==> config.mk <==
export PLATFORM = sky130hd
export DESIGN_NAME = coef_rom
export DESIGN_NICKNAME = d
export VERILOG_FILES = /design/src/cpx_pkg.sv /design/src/coef_rom.sv
export SDC_FILE = /design/constraint.sdc
export NUM_CORES = 1
export LEC_CHECK = 0
export ABC_AREA = 0
export BUFFER_PORTS_ARGS = -buffer_cell sky130_fd_sc_hd__buf_2
export CAP_MARGIN = 20
export CORE_AREA = 2 2 39 41
export CTS_CLUSTER_SIZE = 10
export DETAILED_ROUTE_END_ITERATION = 8
export DIE_AREA = 0 0 41 43
export MAX_ROUTING_LAYER = met4
export PLACE_DENSITY = 0.68
export SYNTH_ARGS = -nofsm -noshare
export SYNTH_HDL_FRONTEND = slang
export SYNTH_SLANG_ARGS = --single-unit
==> constraint.sdc <==
create_clock -name clk -period 0.8 [get_ports clk]
set_input_delay 0.04 -clock clk [delete_from_list [all_inputs] [get_ports clk]]
set_output_delay 0.04 -clock clk [all_outputs]
set_load 0.02 [all_outputs]
==> src/cpx_pkg.sv <==
`default_nettype none

package cpx_pkg;

   ////////////////////////////////////////////////////////////////////////////
   // sizes
   ////////////////////////////////////////////////////////////////////////////
   localparam int DATA_W   = 16;   // one real or imag part
   localparam int NUM_PE   = 2;
   localparam int LOAD_NUM = 4;    // samples per block
   localparam int OUT_NUM  = 4;    // results per block
   localparam int MEM_AW   = 3;    // 8 complex words per pe
   localparam int PROG_LEN = 16;
   localparam int PC_W     = 4;
   localparam int COEF_AW  = 3;    // 8 twiddles
   localparam int ALU_LAT  = 3;    // issue to writeback
   localparam int FRAC_W   = 14;   // Q1.14 coefficients

   // one complex word, real part in the upper half
   typedef struct packed {
      logic signed [DATA_W-1:0] re;
      logic signed [DATA_W-1:0] im;
   } cpx_t;

   typedef enum logic [2:0] {
      OP_NOP,
      OP_ADD,    // dst = a + b
      OP_SUB,    // dst = a - b
      OP_MOV,    // dst = a
      OP_MULC,   // dst = a * twiddle[cidx]
      OP_END
   } opcode_e;

   typedef struct packed {
      opcode_e             op;
      logic [MEM_AW-1:0]   dst;
      logic [MEM_AW-1:0]   src_a;
      logic [MEM_AW-1:0]   src_b;
      logic [COEF_AW-1:0]  cidx;
   } inst_t;

   typedef enum logic [2:0] {
      ST_IDLE,
      ST_LOAD,
      ST_COMPUTE,
      ST_DRAIN,
      ST_OUTPUT
   } pe_state_e;

   // held level towards the arbiter
   typedef struct packed {
      logic                req;
      logic [COEF_AW-1:0]  idx;
   } coef_req_t;

   // one slot of the alu pipe
   typedef struct packed {
      logic                v;
      opcode_e             op;
      logic [MEM_AW-1:0]   dst;
      cpx_t                a;
      cpx_t                b;
      cpx_t                coef;
   } alu_op_t;

endpackage

`default_nettype wire

==> src/coef_rom.sv <==
`timescale 1ns/1ps
`default_nettype none

module coef_rom (
   input  logic                         clk,
   input  logic [cpx_pkg::COEF_AW-1:0]  addr,
   output cpx_pkg::cpx_t                data
);

   // e^(-j*2*pi*k/8) in Q1.14, 0.7071 -> 11585
   always_ff @(posedge clk) begin
      case (addr)
         3'd0:    data <= '{re:  16'sd16384, im:  16'sd0};
         3'd1:    data <= '{re:  16'sd11585, im: -16'sd11585};
         3'd2:    data <= '{re:  16'sd0,     im: -16'sd16384};   // -j
         3'd3:    data <= '{re: -16'sd11585, im: -16'sd11585};
         3'd4:    data <= '{re: -16'sd16384, im:  16'sd0};
         3'd5:    data <= '{re: -16'sd11585, im:  16'sd11585};
         3'd6:    data <= '{re:  16'sd0,     im:  16'sd16384};   // +j
         default: data <= '{re:  16'sd11585, im:  16'sd11585};
      endcase
   end

endmodule

`default_nettype wire

# --- After elaboration in Yosys (flattened, before gate mapping) ---
# Cells that the tools add are included.
op_classes:
  n_reduce_logical: 1
  addsub: 0
  div: 0
  n_mul: 0
  n_shift: 0
  bitwise: 0
  n_lt_le_gt_ge: 0
  n_eq_ne: 6
  n_mux: 1
op_table:
  columns: ["cell", "count"]
  rows:
  - ["$pmux 32 s7", 1]
  - ["$eq 3x3->1 const B", 3]
  - ["$eq 3x2->1 const B", 2]
  - ["$eq 3x1->1 const B", 1]
  - ["$logic_not 3->1", 1]
totals:
  elab_cells: 10
  reg_bits: 32
  in_bits: 4
  ram_bits: 0
  output_inout_bits: 32
  latchBits: 0
  romBits: 0
  memories: 0

# --- Depth between registers and ports, before layout ---
# Gate-level depths: netlist of the first run.
logic_depth:
  word_depth: 2
  ltp_mapped: 2
  mapped_depth_nobuf: 2

# --- Worst setup path after synthesis of the first run ---
# OpenSTA, ideal clock, no wires.
synth_path:
  path_kind: "reg2out"
  startpoint: "register data[12] in the netlist's numbering"
  endpoint: "output data[12] in the netlist's numbering"
  path_slack_ns: 0.039
  path_buffers: 1
  path_stages_with_launch: 2
  arrival_time_ns: 0.721
  required_time_ns: 0.760
  path_cell_list: "dfxtp_1 > buf_4"
synth_lines:
  columns: ["element", "line", "source"]
  rows:
  - ["start: declaration", "coef_rom.sv:7", "output cpx_pkg::cpx_t data"]
  - ["start signal: assignment", "coef_rom.sv:13", "3'd0: data <= '{re: 16'sd16384, im: 16'sd0};"]
  - ["start signal: assignment", "coef_rom.sv:14", "3'd1: data <= '{re: 16'sd11585, im: -16'sd11585};"]
  - ["start signal: assignment", "coef_rom.sv:15", "3'd2: data <= '{re: 16'sd0, im: -16'sd16384};"]
# No word-level cell between the ends.

==> flow_metrics.py, run 1 <==
metrics = {
    "worst_setup_path": {
        "worst-setup-path-type": "register to primary output",
        "cp-end-kind": "primary output",
        "cpPeakStageDelay_ns": 0.38,
        "crit_family": "flip-flops",
        "path_buf_inv": 1,
        "worstPathMaxFanout": 8,
        "crit_arrival_ns": 0.78,
        "worstPathRequired_ns": 0.76,
        "worstSetupStartpointType": "register",
        "crit_path_cell_trace": "buf_4",
        "slowest_stage": "dfxtp_4",
    },
    "cells_and_area": {
        "final_area_um2": 616,
        "mostFrequentLayoutCells": "buf_4 (16), buf_6 (13), buf_2 (6)",
        "area_delta_synth_final_pct": 45.1,
        "layout.nets": 64,
        "largest_reg_flops": 9,
        "fill_cells": 149,
        "top_register": "data",
        "reg.largest.list": "data (9)",
        "final_common_cell": "buf_4",
        "antenna_cells": 0,
        "final_layout_size_suffix_gt1_frac": 0.746,
    },
    "clocking": {
        "numClockSinks": 9,
        "cts_root_buffer": "clkbuf_4",
        "cts_buffers": 3,
        "clk_path_buf_depth": 2,
        "path_clk_slew_ns": 0.06,
        "tritoncts": "done",
        "htree_levels": 1,
    },
    "power_and_ir_drop": {
        "leakage_nw": 0.306,
        "ir_worst_vdd_v": 0.00124,
        "p_total_mw": 1.21,
        "power.density_nw_per_um2": 1970,
    },
    "worst_hold_path": {
        "hold_path_class": "primary input to register",
        "hp-start": "addr[2]",
        "whs_endpoint": "data[15]",
        "hold_depth": 2,
    },
    "synthesis": {
        "synth_area_leader_cell": "dfxtp_1",
        "ys_ff_latch": 9,
        "yosys-top-cells-area": "dfxtp_1 (42%), buf_4 (41%), xnor2_1 (4.1%), and2_1 (2.9%), mux2_2 (2.7%)",
        "syn_area_um2": 424,
        "synthesis.nets": 47,
        "yosysWarnings": 0,
        "yosysUniqueCellTypes": 9,
        "avgSynthCellArea_um2": 9.86,
        "syn_inst": 43,
        "yosysSeqAreaShare": 0.425,
        "synth_top_area_share": 0.425,
    },
    "floorplan": {
        "start_util": 0.307,
        "dieArea_um2": 1760,
        "io_pins": 36,
        "die_w_um": 41,
        "fp.coreArea_um2": 1380,
        "die_h_um": 43,
        "floorplan.rows": 14,
    },
    "timing": {
        "hold_viol": 0,
        "slew_headroom": 0.886,
        "setup_viol": 13,
        "fin_crit_sh": 1.03,
        "slew_violations": 0,
        "finalCriticalPeriod_ns": 0.822,
        "max_freq_ghz": 1.22,
        "tightest_slew_ns": 0.170,
        "rsz0062_at_grt": "yes",
        "timing.final.ws_setup_ns": -0.0225,
    },
    "placement": {
        "dpl_cell_area_um2": 443,
        "port_buffers": 35,
        "routabilityCongestion": 0.647,
    },
    "global_route": {
        "grt_overflow_total": 0,
        "grt_pass1_vias": 235,
        "grt_usage": 0.0797,
        "grt_max_degree": 9,
        "grt_pass1_wl_um": 910,
        "antenna_found_initial": 0,
    },
    "route": {
        "ant_nets": 0,
        "wl_per_cell_um": 8.25,
        "vias": 279,
        "wl_um": 619,
        "drc": 0,
        "drt-initial-drc-count": 4,
        "first_pass_iters": 2,
        "vias_per_cell": 3.72,
    },
    "run_status": {
        "failed_checks": "setup timing",
        "status": "complete, but fails checks",
    },
    "flow_run": {
        "maxCapViolCount": 0,
    },
}
-- layer usage --
layer	track usage	wire length [um]
met1	0.0820	222
met2	0.116	332
met3	0.0628	64
met4	0.0200	0
met5	-	0
-- cell families after synthesis --
family                 synth area share
buffers and inverters             0.416
multiplexers                     0.0265
flip-flops                        0.425
AND/OR/NAND/NOR                  0.0915
XOR/XNOR                         0.0413
-- synthesized netlist by cell type (all sizes together) --
master   n
buf     23
dfxtp    9
clkbuf   1
and2     2
mux2     1
nor2b    2
xnor2    2
nor2     3
-- how the worst max path moves through the flow --
stage / start / slack, ns / to / depth (start not counted)
CTS: data[12] / -0.03 / data[2] / 1
global route: data[28] / -0.06 / data[21] / 1
finish: data[28] / -0.02 / data[21] / 1
floorplan: data[12] / 0.04 / data[12] / 1
global placement: addr[0] / 0.11 / data[31] / 3
detailed placement: addr[0] / 0.09 / data[31] / 3
-- what timing repair did --
item / CTS / global route
pin swaps: 0 / 0
hold buffers: 1 / 0
resized for setup: 33 / 17
endpoints found under the hold margin: 1 / 0
setup endpoints to repair: 26 / 29
setup buffers: 0 / 0
-- through the flow --
step,hold WS [ns],setup slack (ns),std cells,TNS (ns),util
after CTS,0.0186,-0.0324,75,-0.456,0.409
after global placement,0.193,0.106,70,0,0.320
after global routing,0.0187,-0.0633,75,-1.25,0.445
final,0.0222,-0.0225,75,-0.270,0.445
after detailed placement,0.196,0.0937,70,0,0.320
after floorplan,0.112,0.0395,43,0,-
-- layout make-up --
class | count | area (um^2) | area share
Multi-Input combinational cell | 10 | 67.6 | 0.110
Timing Repair Buffer | 36 | 307 | 0.498
Sequential cell | 9 | 195 | 0.317
Clock buffer | 4 | 26.3 | 0.0427
Tap cell | 16 | 20.0 | 0.0325
-- where the power goes --
group          total (mW)  switching (mW)  internal [mW]
combinational       0.370           0.194          0.176
sequential          0.511          0.0322          0.479
clock               0.333           0.141          0.191
total                1.21           0.368          0.845
(Power assumes the default switching activity.)
==> run 2, diff against run 1 <==
==> constraint.sdc (replaced) <==
create_clock -name clk -period 0.8 [get_ports clk]
set_input_delay 0.16 -clock clk [delete_from_list [all_inputs] [get_ports clk]]
set_output_delay 0.16 -clock clk [all_outputs]
set_load 0.02 [all_outputs]
==> run 2 against run 1 <==
- worst setup slack worse by 0.13 ns
- largest cell class unchanged
- via count is 5.7% lower
- first-iteration DRC count is 100% lower
- clock-buffer cell count stayed put
- cell count stayed put
- routed wire length is 3.6% higher
- the flow still finishes with violations (setup timing)
- global-route usage is 0.54 points higher
- combinational power is 4% higher
- sequential power is 1% higher
- highest routed layer is now met4
- critical path type unchanged
==> flow_metrics.py, run 2 (synthesis results as in run 1) <==
metrics = {
    "timing": {
        "max_freq_ghz": 1.05,
        "timing.final.ws_setup_ns": -0.152,
        "slew_headroom": 0.895,
        "tightest_slew_ns": 0.156,
        "slew_violations": 0,
        "hold_viol": 0,
        "finalCriticalPeriod_ns": 0.952,
        "setup_viol": 32,
        "rsz0062_at_grt": "yes",
        "fin_crit_sh": 1.19,
    },
    "cells_and_area": {
        "area_delta_synth_final_pct": 50.4,
        "largest_reg_flops": 9,
        "finalCoreUtilization": 0.461,
        "mostFrequentLayoutCells": "buf_4 (17), buf_6 (16), dfxtp_2 (5)",
        "top_register": "data",
        "final_area_um2": 638,
        "fill_cells": 127,
        "antenna_cells": 0,
        "reg.largest.list": "data (9)",
        "final_layout_size_suffix_gt1_frac": 0.847,
        "final_common_cell": "buf_4",
        "layout.nets": 64,
    },
    "global_route": {
        "grt_usage": 0.0852,
        "grt_pass1_vias": 202,
        "grt_pass1_wl_um": 910,
        "antenna_found_initial": 0,
        "grt_overflow_total": 0,
        "grt_max_degree": 9,
    },
    "power_and_ir_drop": {
        "p_total_mw": 1.24,
        "ir_worst_vdd_v": 0.000694,
        "leakage_nw": 0.314,
        "power.density_nw_per_um2": 1940,
    },
    "placement": {
        "post-place-ws_ns": -0.0197,
        "dpl_cell_area_um2": 455,
        "routabilityCongestion": 0.674,
        "port_buffers": 35,
        "dp_hpwl_um": 480,
    },
    "floorplan": {
        "die_w_um": 41,
        "io_pins": 36,
        "die_h_um": 43,
        "dieArea_um2": 1760,
        "fp.coreArea_um2": 1380,
        "floorplan.rows": 14,
        "start_util": 0.307,
    },
    "route": {
        "first_pass_iters": 1,
        "wl_per_cell_um": 8.55,
        "vias_per_cell": 3.51,
        "ant_nets": 0,
        "drt-initial-drc-count": 0,
        "vias": 263,
        "wl_um": 641,
        "drc": 0,
    },
    "clocking": {
        "cts_buffers": 3,
        "path_clk_slew_ns": 0.06,
        "post_cts_buffers": 0,
        "clk_path_buf_depth": 2,
        "ctsHoldBuffers": 0,
        "htree_levels": 1,
        "tritoncts": "done",
        "numClockSinks": 9,
        "cts_root_buffer": "clkbuf_4",
    },
    "run_status": {
        "status": "complete, but fails checks",
        "failed_checks": "setup timing",
    },
    "worst_setup_path": {
        "cp-end-kind": "primary output",
        "worstSetupStartpointType": "register",
        "worstPathRequired_ns": 0.64,
        "crit_path_cell_trace": "buf_4",
        "cpPeakStageDelay_ns": 0.39,
        "crit_family": "flip-flops",
        "worstPathMaxFanout": 8,
        "crit_arrival_ns": 0.79,
        "path_buf_inv": 1,
        "worst-setup-path-type": "register to primary output",
        "slowest_stage": "dfxtp_4",
    },
    "worst_hold_path": {
        "hold_path_class": "primary input to register",
    },
    "flow_run": {
        "maxCapViolCount": 0,
    },
}
-- run 2: timing repair --
item,in CTS,in global routing
endpoints found under the setup margin,32,32
resized for setup,43,14
cloned,0,0
-- run 2: power breakdown --
part | internal, mW | switching [mW]
clock | 0.191 | 0.142
sequential | 0.483 | 0.0350
combinational | 0.190 | 0.194
-- run 2: per-layer routing --
metal,track usage,wire length [um],vias up
li1,-,-,138
met1,0.0927,208,105
met2,0.113,355,18
met3,0.0314,62,2
met4,0.0800,15,0
met5,-,0,-
-- run 2: layout make-up --
type                       count  area [um^2]  area share
timing repair buffer          36          323       0.506
sequential                     9          201       0.316
multi-input combinational     10         67.6       0.106
clock buffer                   4         26.3      0.0412
tap                           16         20.0      0.0314
-- run 2: worst paths after layout --
check / start / endpoint / cells after the start
setup / recovery: data[12] / data[9] / 1
hold / removal: addr[0] / data[0] / 1
-- run 2: stage by stage --
step                setup TNS, ns  instances  hold slack, ns
floorplan                       0         43           0.232
global placement         -0.00320         71           0.310
detailed placement        -0.0197         71           0.319
CTS                         -4.19         75          0.0443
global route                -5.04         75          0.0561
finish                      -3.69         75          0.0554
==> run 3, diff against run 2 <==
--- a/config.mk
+++ b/config.mk
@@ -5,7 +5,7 @@
 export SDC_FILE = /design/constraint.sdc
 export NUM_CORES = 1
 export LEC_CHECK = 0
-export ABC_AREA = 0
+export ABC_AREA = 1
 export BUFFER_PORTS_ARGS = -buffer_cell sky130_fd_sc_hd__buf_2
 export CAP_MARGIN = 20
 export CORE_AREA = 2 2 39 41
@@ -14,6 +14,7 @@
 export DIE_AREA = 0 0 41 43
 export MAX_ROUTING_LAYER = met4
 export PLACE_DENSITY = 0.68
+export SKIP_CTS_REPAIR_TIMING = 1
 export SYNTH_ARGS = -nofsm -noshare
 export SYNTH_HDL_FRONTEND = slang
 export SYNTH_SLANG_ARGS = --single-unit
==> run 3 against run 2 <==
- the flow still finishes with violations (setup timing)
- cell count rose by 9.3%
- via count up 19%
- flip-flop and latch count unchanged
- global-route usage barely moved
- critical path type unchanged
- largest cell class unchanged
==> flow_metrics.py, run 3 <==
metrics = {
    "run_status": {
        "status": "complete, but fails checks",
        "failed_checks": "setup timing",
    },
    "worst_setup_path": {
        "crit_family": "flip-flops",
        "cpPeakStageDelay_ns": 0.38,
        "worstSetupStartpointType": "register",
        "worst-setup-path-type": "register to primary output",
        "crit_path_cell_trace": "buf_4",
        "path_buf_inv": 1,
        "cp-end-kind": "primary output",
        "worstPathMaxFanout": 8,
        "crit_arrival_ns": 0.79,
        "worstPathRequired_ns": 0.64,
        "slowest_stage": "dfxtp_4",
    },
    "route": {
        "vias_per_cell": 3.83,
        "drc": 0,
        "wl_um": 761,
        "drt-initial-drc-count": 5,
        "ant_nets": 0,
        "first_pass_iters": 4,
        "wl_per_cell_um": 9.28,
        "vias": 314,
    },
    "placement": {
        "port_buffers": 35,
        "post-place-ws_ns": 0.113,
        "routabilityCongestion": 0.764,
    },
    "synthesis": {
        "yosysWarnings": 0,
        "syn_inst": 51,
        "synth_most_common_cell": "buf_4",
        "avgSynthCellArea_um2": 8.46,
        "synth_area_leader_cell": "dfxtp_1",
        "synth_flop_cell": "dfxtp_1",
        "yosys-top-cells-area": "dfxtp_1 (42%), buf_4 (40%), nand3_1 (4.6%), inv_1 (4.3%), nor2_1 (3.5%)",
        "syn_area_um2": 432,
        "ys_ff_latch": 9,
        "synth_top_area_share": 0.417,
        "synthTopCellsByCount": "buf_4 (23), dfxtp_1 (9), inv_1 (5)",
        "synthArstFlopShare": 0,
        "yosysSeqAreaShare": 0.417,
        "synthesis.nets": 55,
        "yosysUniqueCellTypes": 9,
        "synth-edff-count": 0,
    },
    "timing": {
        "fin_setup_tns_ns": -3.75,
        "slew_headroom": 0.878,
        "finalCriticalPeriod_ns": 0.953,
        "tightest_slew_ns": 0.183,
        "rsz0062_at_grt": "yes",
        "fin_crit_sh": 1.19,
        "max_freq_ghz": 1.05,
        "setup_viol": 32,
        "slew_violations": 0,
        "timing.final.ws_setup_ns": -0.153,
        "hold_viol": 0,
    },
    "cells_and_area": {
        "reg.largest.list": "data (9)",
        "layout.nets": 71,
        "mostFrequentLayoutCells": "buf_4 (18), buf_6 (14), inv_1 (5), dfxtp_2 (5)",
        "area_delta_synth_final_pct": 46.1,
        "largest_reg_flops": 9,
        "final_common_cell": "buf_4",
        "final_layout_size_suffix_gt1_frac": 0.712,
        "seq_area_um2": 201,
        "antenna_cells": 0,
        "multiInputGateArea_um2": 56.3,
        "fill_cells": 135,
        "top_register": "data",
    },
    "clocking": {
        "cts_root_buffer": "clkbuf_4",
        "numClockSinks": 9,
        "clk_path_buf_depth": 2,
        "tritoncts": "done",
        "path_clk_slew_ns": 0.05,
        "htree_levels": 1,
        "cts_buffers": 3,
    },
    "floorplan": {
        "floorplan.rows": 14,
        "start_util": 0.312,
        "die_h_um": 43,
        "dieArea_um2": 1760,
        "die_w_um": 41,
        "fp.coreArea_um2": 1380,
        "io_pins": 36,
    },
    "global_route": {
        "grt_max_degree": 9,
        "grt_pass1_wl_um": 862,
        "grt_pass1_vias": 212,
        "grt_overflow_total": 0,
        "grt_usage": 0.0848,
        "antenna_found_initial": 0,
    },
    "flow_run": {
        "maxCapViolCount": 0,
    },
    "power_and_ir_drop": {
        "p_total_mw": 1.21,
        "ir_worst_vdd_v": 0.000917,
        "power.density_nw_per_um2": 1910,
        "leakage_nw": 0.340,
    },
    "worst_hold_path": {
        "hp-start": "addr[0]",
        "hold_path_class": "primary input to register",
        "hold_depth": 1,
        "whs_endpoint": "data[0]",
    },
}
==> run 3: area by class of cell <==
cell class              instances  area share
flip-flops and latches          9       0.319
inverters                       5      0.0298
multi-input cells              13      0.0893
clock buffers                   4      0.0417
well taps                      16      0.0317
repair buffers                 35       0.488
==> run 3: report_power, final <==
group	leakage, nW	internal, mW	switching, mW
Clock	0.0150	0.191	0.143
Sequential	0.0780	0.480	0.0326
Combinational	0.247	0.167	0.192
==> run 3: metrics by stage <==
step | util | hold slack [ns] | cell area, um^2 | std cells
2_1_floorplan | - | 0.232 | 437 | 51
3_3_place_gp | 0.329 | 0.344 | 455 | 78
3_5_place_dp | 0.329 | 0.352 | 455 | 78
4_1_cts | 0.348 | 0.0820 | 482 | 82
5_1_grt | 0.456 | 0.0816 | 631 | 82
6_report | 0.456 | 0.0923 | 631 | 82
==> run 3: routing by layer <==
layer  track usage  wire length [um]  vias to the layer above
met5             -                 0                        -
met2         0.100               436                       19
met4         0.120                40                        0
met1        0.0850               237                      129
met3        0.0314                47                        4
li1              -                 -                      162
==> run 3: worst max-delay path by stage <==
stage                   from       end  depth (start not counted)
detailed placement  data[12]   data[2]                          1
global placement    data[12]  data[12]                          1
finish              data[28]  data[20]                          1
global route        data[28]  data[18]                          1
floorplan            data[0]  data[16]                          1
CTS                 data[12]   data[2]                          1
==> run 3: cells by family (layout without fill, tap and decap cells) <==
group                  after synthesis  count (layout)  share of synthesized area
flip-flops                           9               9                      0.417
buffers and inverters               29              44                      0.452
AO/OA/AOI/OAI                        2               2                     0.0232
AND/OR/NAND/NOR                     11              11                      0.107
