**config.mk**
```make
export PLATFORM = sky130hd
export DESIGN_NAME = pe
export DESIGN_NICKNAME = d
export VERILOG_FILES = /design/src/cpx_pkg.sv /design/src/complex_alu.sv /design/src/data_mem.sv /design/src/inst_rom.sv /design/src/pe.sv
export SDC_FILE = /design/constraint.sdc
export NUM_CORES = 2
export LEC_CHECK = 0
export BUFFER_PORTS_ARGS = -buffer_cell sky130_fd_sc_hd__buf_2
export CORE_ASPECT_RATIO = 1.2
export CORE_MARGIN = 2
export CORE_UTILIZATION = 25
export CTS_CLUSTER_DIAMETER = 150
export DETAILED_ROUTE_END_ITERATION = 10
export GPL_TIMING_DRIVEN = 0
export PLACE_DENSITY_LB_ADDON = 0.08
export SYNTH_ARGS = -nofsm -noshare
export SYNTH_HDL_FRONTEND = slang
export SYNTH_SLANG_ARGS = --single-unit
```
**constraint.sdc**
```tcl
create_clock -name clk -period 15.98 [get_ports clk]
set_clock_uncertainty 0.05 [all_clocks]
set_input_delay 2.397 -clock clk [delete_from_list [all_inputs] [get_ports clk]]
set_output_delay 2.397 -clock clk [all_outputs]
set_load 0.05 [all_outputs]
```
**src/cpx_pkg.sv**
```systemverilog
`default_nettype none

package cpx_pkg;

   ////////////////////////////////////////////////////////////////////////////
   // sizes
   ////////////////////////////////////////////////////////////////////////////
   localparam int DATA_W   = 16;   // one real or imag part
   localparam int NUM_PE   = 2;
   localparam int LOAD_NUM = 4;    // samples per block
   localparam int OUT_NUM  = 4;    // results per block
   localparam int MEM_AW   = 3;    // 8 complex words per pe
   localparam int PROG_LEN = 16;
   localparam int PC_W     = 4;
   localparam int COEF_AW  = 3;    // 8 twiddles
   localparam int ALU_LAT  = 3;    // issue to writeback
   localparam int FRAC_W   = 14;   // Q1.14 coefficients

   // one complex word, real part in the upper half
   typedef struct packed {
      logic signed [DATA_W-1:0] re;
      logic signed [DATA_W-1:0] im;
   } cpx_t;

   typedef enum logic [2:0] {
      OP_NOP,
      OP_ADD,    // dst = a + b
      OP_SUB,    // dst = a - b
      OP_MOV,    // dst = a
      OP_MULC,   // dst = a * twiddle[cidx]
      OP_END
   } opcode_e;

   typedef struct packed {
      opcode_e             op;
      logic [MEM_AW-1:0]   dst;
      logic [MEM_AW-1:0]   src_a;
      logic [MEM_AW-1:0]   src_b;
      logic [COEF_AW-1:0]  cidx;
   } inst_t;

   typedef enum logic [2:0] {
      ST_IDLE,
      ST_LOAD,
      ST_COMPUTE,
      ST_DRAIN,
      ST_OUTPUT
   } pe_state_e;

   // held level towards the arbiter
   typedef struct packed {
      logic                req;
      logic [COEF_AW-1:0]  idx;
   } coef_req_t;

   // one slot of the alu pipe
   typedef struct packed {
      logic                v;
      opcode_e             op;
      logic [MEM_AW-1:0]   dst;
      cpx_t                a;
      cpx_t                b;
      cpx_t                coef;
   } alu_op_t;

endpackage

`default_nettype wire

```
**src/complex_alu.sv**
```systemverilog
`timescale 1ns/1ps
`default_nettype none

module complex_alu (
   input  logic                        clk,
   input  logic                        rst,
   input  cpx_pkg::alu_op_t            issue,
   output logic                        wb_v,
   output logic [cpx_pkg::MEM_AW-1:0]  wb_addr,
   output cpx_pkg::cpx_t               wb_data
);

   cpx_pkg::alu_op_t                       s1;
   logic                                   s2_v;
   cpx_pkg::opcode_e                       s2_op;
   logic [cpx_pkg::MEM_AW-1:0]             s2_dst;
   cpx_pkg::cpx_t                          s2_res;   // add/sub/mov result
   logic signed [2*cpx_pkg::DATA_W-1:0]    p_rr, p_ii, p_ri, p_ir;
   logic signed [2*cpx_pkg::DATA_W-1:0]    m_re, m_im;

   ////////////////////////////////////////////////////////////////////////////
   // stage 1, operand register
   ////////////////////////////////////////////////////////////////////////////
   always_ff @(posedge clk) begin
      s1 <= issue;
      if (rst)
         s1.v <= 1'b0;
   end

   ////////////////////////////////////////////////////////////////////////////
   // stage 2, sum / difference / partial products
   ////////////////////////////////////////////////////////////////////////////
   always_ff @(posedge clk) begin
      s2_v   <= rst ? 1'b0 : s1.v;
      s2_op  <= s1.op;
      s2_dst <= s1.dst;
      p_rr   <= s1.a.re * s1.coef.re;   // full 32b products
      p_ii   <= s1.a.im * s1.coef.im;
      p_ri   <= s1.a.re * s1.coef.im;
      p_ir   <= s1.a.im * s1.coef.re;
      case (s1.op)
         cpx_pkg::OP_ADD: begin
            s2_res.re <= s1.a.re + s1.b.re;   // wraps at 16b
            s2_res.im <= s1.a.im + s1.b.im;
         end
         cpx_pkg::OP_SUB: begin
            s2_res.re <= s1.a.re - s1.b.re;
            s2_res.im <= s1.a.im - s1.b.im;
         end
         default:
            s2_res <= s1.a;   // mov
      endcase
   end

   // each term scaled before the add
   assign m_re = (p_rr >>> cpx_pkg::FRAC_W) - (p_ii >>> cpx_pkg::FRAC_W);
   assign m_im = (p_ri >>> cpx_pkg::FRAC_W) + (p_ir >>> cpx_pkg::FRAC_W);

   ////////////////////////////////////////////////////////////////////////////
   // stage 3, combine and wrap to DATA_W
   ////////////////////////////////////////////////////////////////////////////
   always_ff @(posedge clk) begin
      wb_v    <= rst ? 1'b0 : s2_v;
      wb_addr <= s2_dst;
      if (s2_op == cpx_pkg::OP_MULC) begin
         wb_data.re <= m_re[cpx_pkg::DATA_W-1:0];
         wb_data.im <= m_im[cpx_pkg::DATA_W-1:0];
      end else begin
         wb_data <= s2_res;
      end
   end

endmodule

`default_nettype wire

```
**src/data_mem.sv**
```systemverilog
`timescale 1ns/1ps
`default_nettype none

module data_mem (
   input  logic                        clk,
   input  logic                        ld_v,
   input  logic [cpx_pkg::MEM_AW-1:0]  ld_addr,
   input  cpx_pkg::cpx_t               ld_data,
   input  logic                        wb_v,
   input  logic [cpx_pkg::MEM_AW-1:0]  wb_addr,
   input  cpx_pkg::cpx_t               wb_data,
   input  logic [cpx_pkg::MEM_AW-1:0]  ra_addr,
   input  logic [cpx_pkg::MEM_AW-1:0]  rb_addr,
   output cpx_pkg::cpx_t               ra_data,
   output cpx_pkg::cpx_t               rb_data
);

   cpx_pkg::cpx_t mem [2**cpx_pkg::MEM_AW];   // 0..3 samples, 4..7 temporaries

   // two write ports, writeback last so it wins on a clash
   always_ff @(posedge clk) begin
      if (ld_v)
         mem[ld_addr] <= ld_data;
      if (wb_v)
         mem[wb_addr] <= wb_data;
   end

   assign ra_data = mem[ra_addr];   // async read, operands seen at issue
   assign rb_data = mem[rb_addr];

endmodule

`default_nettype wire

```
**src/inst_rom.sv**
```systemverilog
`timescale 1ns/1ps
`default_nettype none

module inst_rom (
   input  logic                      clk,
   input  logic [cpx_pkg::PC_W-1:0]  pc,
   output cpx_pkg::inst_t            inst
);

   function automatic cpx_pkg::inst_t mk(cpx_pkg::opcode_e op,
                                         logic [cpx_pkg::MEM_AW-1:0] d,
                                         logic [cpx_pkg::MEM_AW-1:0] a,
                                         logic [cpx_pkg::MEM_AW-1:0] b,
                                         logic [cpx_pkg::COEF_AW-1:0] c);
      return '{op: op, dst: d, src_a: a, src_b: b, cidx: c};
   endfunction

   ////////////////////////////////////////////////////////////////////////////
   // 4-point dft, x0..x3 in words 0..3, results back in place
   // consumers sit at least 4 slots after their producer
   ////////////////////////////////////////////////////////////////////////////
   always_ff @(posedge clk) begin
      case (pc)
         4'd0:    inst <= mk(cpx_pkg::OP_ADD,  3'd4, 3'd0, 3'd2, 3'd0); // t4 = x0 + x2
         4'd1:    inst <= mk(cpx_pkg::OP_SUB,  3'd5, 3'd0, 3'd2, 3'd0); // t5 = x0 - x2
         4'd2:    inst <= mk(cpx_pkg::OP_ADD,  3'd6, 3'd1, 3'd3, 3'd0); // t6 = x1 + x3
         4'd3:    inst <= mk(cpx_pkg::OP_SUB,  3'd7, 3'd1, 3'd3, 3'd0); // t7 = x1 - x3
         4'd7:    inst <= mk(cpx_pkg::OP_MULC, 3'd7, 3'd7, 3'd0, 3'd2); // t7 *= -j
         4'd8:    inst <= mk(cpx_pkg::OP_ADD,  3'd0, 3'd4, 3'd6, 3'd0); // X0
         4'd9:    inst <= mk(cpx_pkg::OP_SUB,  3'd2, 3'd4, 3'd6, 3'd0); // X2
         4'd11:   inst <= mk(cpx_pkg::OP_ADD,  3'd1, 3'd5, 3'd7, 3'd0); // X1
         4'd12:   inst <= mk(cpx_pkg::OP_SUB,  3'd3, 3'd5, 3'd7, 3'd0); // X3
         4'd13:   inst <= mk(cpx_pkg::OP_END,  3'd0, 3'd0, 3'd0, 3'd0);
         default: inst <= mk(cpx_pkg::OP_NOP,  3'd0, 3'd0, 3'd0, 3'd0); // spacing
      endcase
   end

endmodule

`default_nettype wire

```
**src/pe.sv**
```systemverilog
`timescale 1ns/1ps
`default_nettype none

module pe (
   input  logic                clk,
   input  logic                rst,
   input  logic                in_v,
   input  cpx_pkg::cpx_t       in_data,
   output cpx_pkg::coef_req_t  coef_req,
   input  logic                coef_gnt,
   input  cpx_pkg::cpx_t       coef_data,
   output logic                out_v,
   output cpx_pkg::cpx_t       out_data,
   output logic                busy
);

   cpx_pkg::pe_state_e           state;
   logic [cpx_pkg::MEM_AW-1:0]   ld_cnt;    // next load address
   logic [cpx_pkg::MEM_AW-1:0]   out_cnt;   // next output address
   logic [1:0]                   drain_cnt;
   logic [cpx_pkg::PC_W-1:0]     pc;        // address of inst on rom output
   logic [cpx_pkg::PC_W-1:0]     pc_next;   // rom fetch address
   cpx_pkg::inst_t               inst;
   logic                         ld_v;
   logic                         advance;   // inst leaves this cycle
   logic                         prog_end;
   cpx_pkg::alu_op_t             issue;
   logic                         wb_v;
   logic [cpx_pkg::MEM_AW-1:0]   wb_addr;
   cpx_pkg::cpx_t                wb_data;
   logic [cpx_pkg::MEM_AW-1:0]   ra_addr;
   cpx_pkg::cpx_t                ra_data, rb_data;

   ////////////////////////////////////////////////////////////////////////////
   // fetch
   ////////////////////////////////////////////////////////////////////////////
   assign prog_end = inst.op == cpx_pkg::OP_END || pc == cpx_pkg::PROG_LEN - 1;
   assign advance  = state == cpx_pkg::ST_COMPUTE &&
                     (inst.op != cpx_pkg::OP_MULC || coef_gnt);   // mulc waits for gnt

   always_comb begin
      if (state != cpx_pkg::ST_COMPUTE)
         pc_next = '0;              // program starts at 0 on entry
      else if (advance && !prog_end)
         pc_next = pc + 1'b1;
      else
         pc_next = pc;              // stall holds rom output
   end

   inst_rom i_irom (
      .clk  (clk),
      .pc   (pc_next),
      .inst (inst)
   );

   // coefficient request, held until the gnt pulse
   assign coef_req.req = state == cpx_pkg::ST_COMPUTE && inst.op == cpx_pkg::OP_MULC;
   assign coef_req.idx = inst.cidx;

   ////////////////////////////////////////////////////////////////////////////
   // data memory and alu
   ////////////////////////////////////////////////////////////////////////////
   assign ld_v    = in_v && (state == cpx_pkg::ST_IDLE || state == cpx_pkg::ST_LOAD);
   assign ra_addr = state == cpx_pkg::ST_OUTPUT ? out_cnt : inst.src_a;

   data_mem i_dmem (
      .clk     (clk),
      .ld_v    (ld_v),
      .ld_addr (ld_cnt),
      .ld_data (in_data),
      .wb_v    (wb_v),
      .wb_addr (wb_addr),
      .wb_data (wb_data),
      .ra_addr (ra_addr),
      .rb_addr (inst.src_b),
      .ra_data (ra_data),
      .rb_data (rb_data)
   );

   always_comb begin
      issue.v    = advance && inst.op inside {cpx_pkg::OP_ADD, cpx_pkg::OP_SUB,
                                              cpx_pkg::OP_MOV, cpx_pkg::OP_MULC};
      issue.op   = inst.op;
      issue.dst  = inst.dst;
      issue.a    = ra_data;
      issue.b    = rb_data;
      issue.coef = coef_data;   // only meaningful in the gnt cycle
   end

   complex_alu i_alu (
      .clk     (clk),
      .rst     (rst),
      .issue   (issue),
      .wb_v    (wb_v),
      .wb_addr (wb_addr),
      .wb_data (wb_data)
   );

   ////////////////////////////////////////////////////////////////////////////
   // sequencer
   ////////////////////////////////////////////////////////////////////////////
   always_ff @(posedge clk) begin
      if (rst) begin
         state     <= cpx_pkg::ST_IDLE;
         ld_cnt    <= '0;
         out_cnt   <= '0;
         drain_cnt <= '0;
         pc        <= '0;
      end else begin
         pc <= pc_next;
         if (ld_v)
            ld_cnt <= (ld_cnt == cpx_pkg::LOAD_NUM - 1) ? '0 : ld_cnt + 1'b1;
         case (state)
            cpx_pkg::ST_IDLE: begin
               if (in_v)
                  state <= cpx_pkg::ST_LOAD;   // word 0 written now
            end
            cpx_pkg::ST_LOAD: begin
               if (in_v && ld_cnt == cpx_pkg::LOAD_NUM - 1)
                  state <= cpx_pkg::ST_COMPUTE;
            end
            cpx_pkg::ST_COMPUTE: begin
               if (prog_end)
                  state <= cpx_pkg::ST_DRAIN;
            end
            cpx_pkg::ST_DRAIN: begin           // last writebacks land
               drain_cnt <= drain_cnt + 1'b1;
               if (drain_cnt == cpx_pkg::ALU_LAT - 1) begin
                  drain_cnt <= '0;
                  state     <= cpx_pkg::ST_OUTPUT;
               end
            end
            cpx_pkg::ST_OUTPUT: begin
               out_cnt <= out_cnt + 1'b1;
               if (out_cnt == cpx_pkg::OUT_NUM - 1) begin
                  out_cnt <= '0;
                  state   <= cpx_pkg::ST_IDLE;
               end
            end
            default:
               state <= cpx_pkg::ST_IDLE;      // recover
         endcase
      end
   end

   assign out_v    = state == cpx_pkg::ST_OUTPUT;
   assign out_data = ra_data;   // words 0..3 in order
   assign busy     = state != cpx_pkg::ST_IDLE;

endmodule

`default_nettype wire

```
# == After elaboration in Yosys (flattened, before gate mapping) ==
# Memory sizes are Yosys's and may differ from the RTL's. A register that Yosys moved wholly into a read port is not among the register bits.
# Cells that the tools add are included.
# Widths: inputs -> output; s select.
# totals
reg_bits,284
latch_bits,0
mem_bits_rw,256
romBits,208
input_bits,68
out_inout_bits,38
elab_cells,97
n_memories,2
# memory_table
memory,words,width,read_ports,rd_ports_with_merged_regs,write_ports,line,source
i_dmem.mem,8,32,2,1,2,data_mem.sv:18,cpx_pkg::cpx_t mem [2**cpx_pkg::MEM_AW];
(name not given),16,13,1,1,0,inst_rom.sv:23,case (pc)
# classes
addsub,10
multipliers,4
n_div,0
n_lt_le_gt_ge,0
eq_ne,23
shifts,0
mux,18
bitwise,0
n_reduce_logical,14
# op_table
op,count
$mul 16x16->30,4
$pmux 32 s2,1
$add 16x16->16,3
$sub 16x16->16,3
$mux 32,1
$mux 3,8
$eq 3x2->1 const B,7
$pmux 3 s5,1
$eq 3x3->1 const B,4
$eq 3x1->1 const B,3
$mux 4,2
$add 3x1->3 const B,2
$logic_and 1x1->1,6
$ne 2x2->1 const B,3
$reduce_and 5->1,1
$add 4x1->4 const B,1
$eq 4x4->1 const B,1
$mux 1,4
$ne 2x1->1 const B,2
$reduce_bool 4->1,1
$logic_not 3->1,1
$logic_or 1x1->1,3
$ne 3x2->1 const B,1
$ne 3x3->1 const B,1
other kinds (5),5

# == Longest topological paths before layout ==
# logic_depth
depth_word,6
depth_mapped,25
ltp_nobuf,24

# == Hierarchy ==
# A second synthesis with hierarchy kept.
# hier_totals
hier_cells,5757
hier_area_um2,61283.8
# by_module_without_submodules
module,n_inst,cells_per_inst,area_per_inst_um2,seq_area_each_um2
complex_alu,1,4809,44805.5,4844.6
data_mem,1,794,15084.5,7687.4
pe,1,107,873.3,300.3
inst_rom,1,47,520.5,240.2

# == Worst setup path before layout ==
# Ideal clock, no wire load.
# synth_timing
path_kind,flip-flop to flip-flop
startpoint,register i_alu.s1[95] in the netlist's numbering
endpoint,register i_alu.p_rr[29] in the netlist's numbering
setup_ps,121
arrival_time_ps,6129
t_required_ps,15809
path_slack_ps,9680
path_stages_with_launch,21
n_path_buf,2
period_less_slack_ps,6300
cell_sequence,dfxtp_1 -> clkbuf_1 -> clkbuf_1 -> nand2_1 -> inv_1 -> fa_1 -> inv_1 -> fa_1 -> inv_1 -> fa_1 -> fa_1 -> fa_1 -> fa_1 -> ha_1 -> and3_1 -> a221o_1 -> a21oi_1 -> a21oi_1 -> a2111oi_2 -> o21bai_1 -> xnor2_1
# synth_via
elab_chain_cells,1
# synth_lines
element,line,source
"start, declared",complex_alu.sv:13,cpx_pkg::alu_op_t s1;
"start signal, assigned",complex_alu.sv:25,s1 <= issue;
$mul 16x16->30,complex_alu.sv:37,p_rr <= s1.a.re * s1.coef.re;
"end signal, assigned",complex_alu.sv:37,
"end, declared",complex_alu.sv:18,"logic signed [2*cpx_pkg::DATA_W-1:0] p_rr, p_ii, p_ri, p_ir;"
# No other way between the ends.
# A chain may end at the register's enable or synchronous reset.

# == Final worst setup path ==
# layout_timing
startpoint,register i_alu.s1[64] in the netlist's numbering
endpoint,register i_alu.p_ii[27] in the netlist's numbering
# layout_via
elab_chain_cells,1
# layout_lines
element,line,source
$mul 16x16->30,complex_alu.sv:38,p_ii <= s1.a.im * s1.coef.im;
"end signal, assigned",complex_alu.sv:38,
"end, declared",complex_alu.sv:18,
# No other way between the ends.

==> results.json <==
{
  "min_path_type": "reg2reg",
  "synth_area_per_cell_um2": 9.84,
  "h-tree-depth": 3,
  "multi_input_comb_area_um2": 42400,
  "violations": "max-capacitance violations, max-slew violations",
  "rrSetupSlack_ns": 6.85,
  "regArea_um2": 13100,
  "whs_endpoint": "i_alu.s2_dst[0]$_DFF_P_",
  "insertion_delay_ns": 0.72,
  "grt_overflow": 0,
  "rows": 199,
  "final-setup-viol-count": 0,
  "cts_setup_buffers": 0,
  "setup_tns_ns": 0,
  "seq_area_frac_synth_pct": 21.4,
  "drv_cap": 1,
  "drc": 0,
  "clk_pin_slew_ns": 0.06,
  "synth_edf_count": 256,
  "min_period_ns": 9.13,
  "cts_tree": "done",
  "start_util_pct": 25.1,
  "synth_flop_cell": "dfxtp_1",
  "synthArstFlopShare_pct": 0,
  "firstDrtPassIters": 5,
  "grt_pass1_vias": 48300,
  "syn_area_um2": 61200,
  "synth.top_cell.area_share_pct": 32.4,
  "grt_max_degree": 33,
  "wl_per_cell_um": 26.0,
  "post_drt_via_cell_ratio": 4.54,
  "crit_type": "reg2reg",
  "synth_top_area_cell": "fa_1",
  "synth.distinct_cells": 78,
  "gp_congestion": 0.853,
  "start_kind": "register",
  "status": "complete, but fails checks",
  "nFillCells": 26200,
  "grt_first_pass_wirelength_um": 361000,
  "worst_pin_slew_ns": 1.52,
  "min_from": "i_alu.s1[96]$_DFF_P_",
  "max_freq_mhz": 110,
  "r2r-start": "i_alu.s1[64]$_DFF_P_",
  "synth-seq-cells": 525,
  "vias": 44100,
  "endpoint_kind": "register",
  "crit_chain": "clkbuf_1 > clkbuf_1 > inv_1 > nand2_1 > fa_1 > fa_1 > inv_1 > fa_1 > fa_1 > fa_1 > inv_1 > fa_1 > inv_1 > ha_1 > a21o_1 > a21oi_1 > nor2b_1 > a32o_1 > a31oi_4 > a311oi_1 > o21a_1 > o21a_4 > nor2_1 > xnor2_2",
  "antenna_left": 0,
  "antenna_found_initial": 36,
  "crit_required_ns": 16.40,
  "grt.total_usage_pct": 20.5,
  "yosys_warnings": 0,
  "fp.dieW_um": 456,
  "crit_top_cell": "fa_1",
  "slew_headroom_pct": -1.31,
  "synthCells": 6220,
  "cts_resized": 0,
  "num_io_pins": 106,
  "r2r-end": "i_alu.p_ii[27]$_DFF_P_",
  "critPathMaxFanout": 17,
  "core_um2": 244000,
  "worstPathArrival_ns": 9.55,
  "io_buffers": 102,
  "wirelength_um": 252000,
  "synth_common_cells": "inv_1 (1176), fa_1 (992), nand2_1 (888), and2_1 (491), ha_1 (372)",
  "nNetsFinal": 7841,
  "critical-path-slowest-cell": "clkbuf_1",
  "cts_buffers": 72,
  "hold_violations": 0,
  "grt_setup_unrepaired": "false",
  "cts-root-buf": "clkbuf_16",
  "min_period_over_period_pct": 57.1,
  "max_stage_delay_ns": 0.99,
  "drt-initial-drc-count": 2648,
  "cts_hold_buf": 0,
  "post-synth-top-count-cell": "inv_1",
  "area_growth_pct": 12.0,
  "hold_depth": 0,
  "tritoncts_num_sinks": 525,
  "synthTopCellsByArea": "fa_1 (32%), edfxtp_1 (13%), dfxtp_1 (8.8%)",
  "layout-drive-gt1-share_pct": 10.4,
  "dp_hpwl_um": 200000,
  "reg2reg_depth": 24,
  "die-area_um2": 249000,
  "finalMaxSlewViolations": 11,
  "die-height_um": 546,
  "clock_path_buffers": 3
}
## layout by cell type, fill, tap and decap left out, types with 10 or more instances in the layout
cell and instances:
a31oi_1 10, buf_1 19, or3_1 10, o21a_1 16, o31ai_1 15, or2_2 11
dfxtp_1 269, edfxtp_1 256, nand2_1 888, a21o_1 24, o21ai_0 122, and2_1 491
mux2i_1 10, xnor2_1 119, and3_1 19, nor2_1 148, a21oi_1 90, clkbuf_16 74
buf_4 35, o21bai_1 10, fa_1 992, mux2_2 290, a211oi_1 13, clkinv_2 12
xor2_1 62, clkbuf_8 17, clkbuf_1 296, inv_1 1176, ha_1 372, nand2b_1 33
nor2b_1 18, buf_2 108, nor3_1 46, nand3_1 182, diode_2 30, mux4_2 64
## sequential cells by signal (all words and copies together) (netlist names)
register and count:
i_alu.wb_addr 3, i_alu.s1 103, i_alu.p_rr 16, i_alu.s2_op 3
i_irom.inst 12, i_alu.s2_dst 3, pc 4, i_alu.p_ii 16
ld_cnt 3, i_alu.s2_v 1, i_alu.p_ri 16, out_cnt 3
i_alu.wb_v 1, state 3, i_alu.p_ir 16, i_alu.s2_res 32
drain_cnt 2, i_alu.wb_data 32, i_dmem.mem 256
## how the worst max path moves through the flow
stage | start | to | slack, ns
6_report | i_alu.s1[64]$_DFF_P_ | i_alu.p_ii[27]$_DFF_P_ | 6.85
5_1_grt | i_alu.s1[64]$_DFF_P_ | i_alu.p_ii[27]$_DFF_P_ | 6.43
3_3_place_gp | i_alu.s1[64]$_DFF_P_ | i_alu.p_ii[27]$_DFF_P_ | 6.36
2_1_floorplan | i_alu.s1[95]$_DFF_P_ | i_alu.p_rr[29]$_DFF_P_ | 9.68
3_5_place_dp | i_alu.s1[64]$_DFF_P_ | i_alu.p_ii[26]$_DFF_P_ | 6.75
4_1_cts | i_alu.s1[64]$_DFF_P_ | i_alu.p_ii[26]$_DFF_P_ | 6.68
## worst max-delay path: cells and delay by family, from the launching register on
kind            cells  cell delay, ns
xor+xnor            1            0.89
compound gates      7            1.26
simple gates        3            0.44
flops               1            0.74
fa+ha+maj           7            3.13
buf+inv             6            2.33
## cells by family after synthesis
kind of cell / after synthesis / synth area share [%]
and+or+nand+nor: 1885 / 14.6
buffers and inverters: 1518 / 9.53
adders and majority gates: 1364 / 40.0
DFF: 525 / 21.4
AOI/OAI and AO/OA: 377 / 3.94
muxes: 365 / 7.87
xor gates and xnor gates: 185 / 2.65
other: 1 / 0.00612
## layer usage
metal / track usage [%] / vias to the layer above / part of all wire, %
met5: 0 / - / 0.016
met4: 6.47 / 8 / 3.6
met3: 2.15 / 238 / 4.0
met2: 36.6 / 1026 / 51
met1: 25.7 / 23200 / 41
li1: - / 19700 / -
## per-stage QoR
stage | setup slack (ns) | hold slack [ns] | area (um^2) | cells | util [%]
floorplan | 9.68 | 0.260 | 61200 | 6221 | -
global placement | 6.36 | 0.260 | 65800 | 9539 | 26.9
detailed placement | 6.75 | 0.264 | 66100 | 9551 | 27.1
CTS | 6.68 | 0.271 | 68500 | 9683 | 28.0
global route | 6.43 | 0.281 | 68500 | 9703 | 28.1
finish | 6.85 | 0.267 | 68600 | 9713 | 28.1
## layout make-up
class                   instances  share of cell area, %
diodes                         30                  0.110
flip-flops and latches        525                   19.1
clock inverters                25                  0.363
inverters                    1176                   6.44
plain buffers                 342                   2.08
well taps                    3216                   5.87
repair buffers                114                   1.02
multi-input cells            4178                   61.9
clock buffers                 107                   3.13
Power is not shown: default switching activity piles up to over one toggle a cycle in this logic, so the estimate is an artifact.
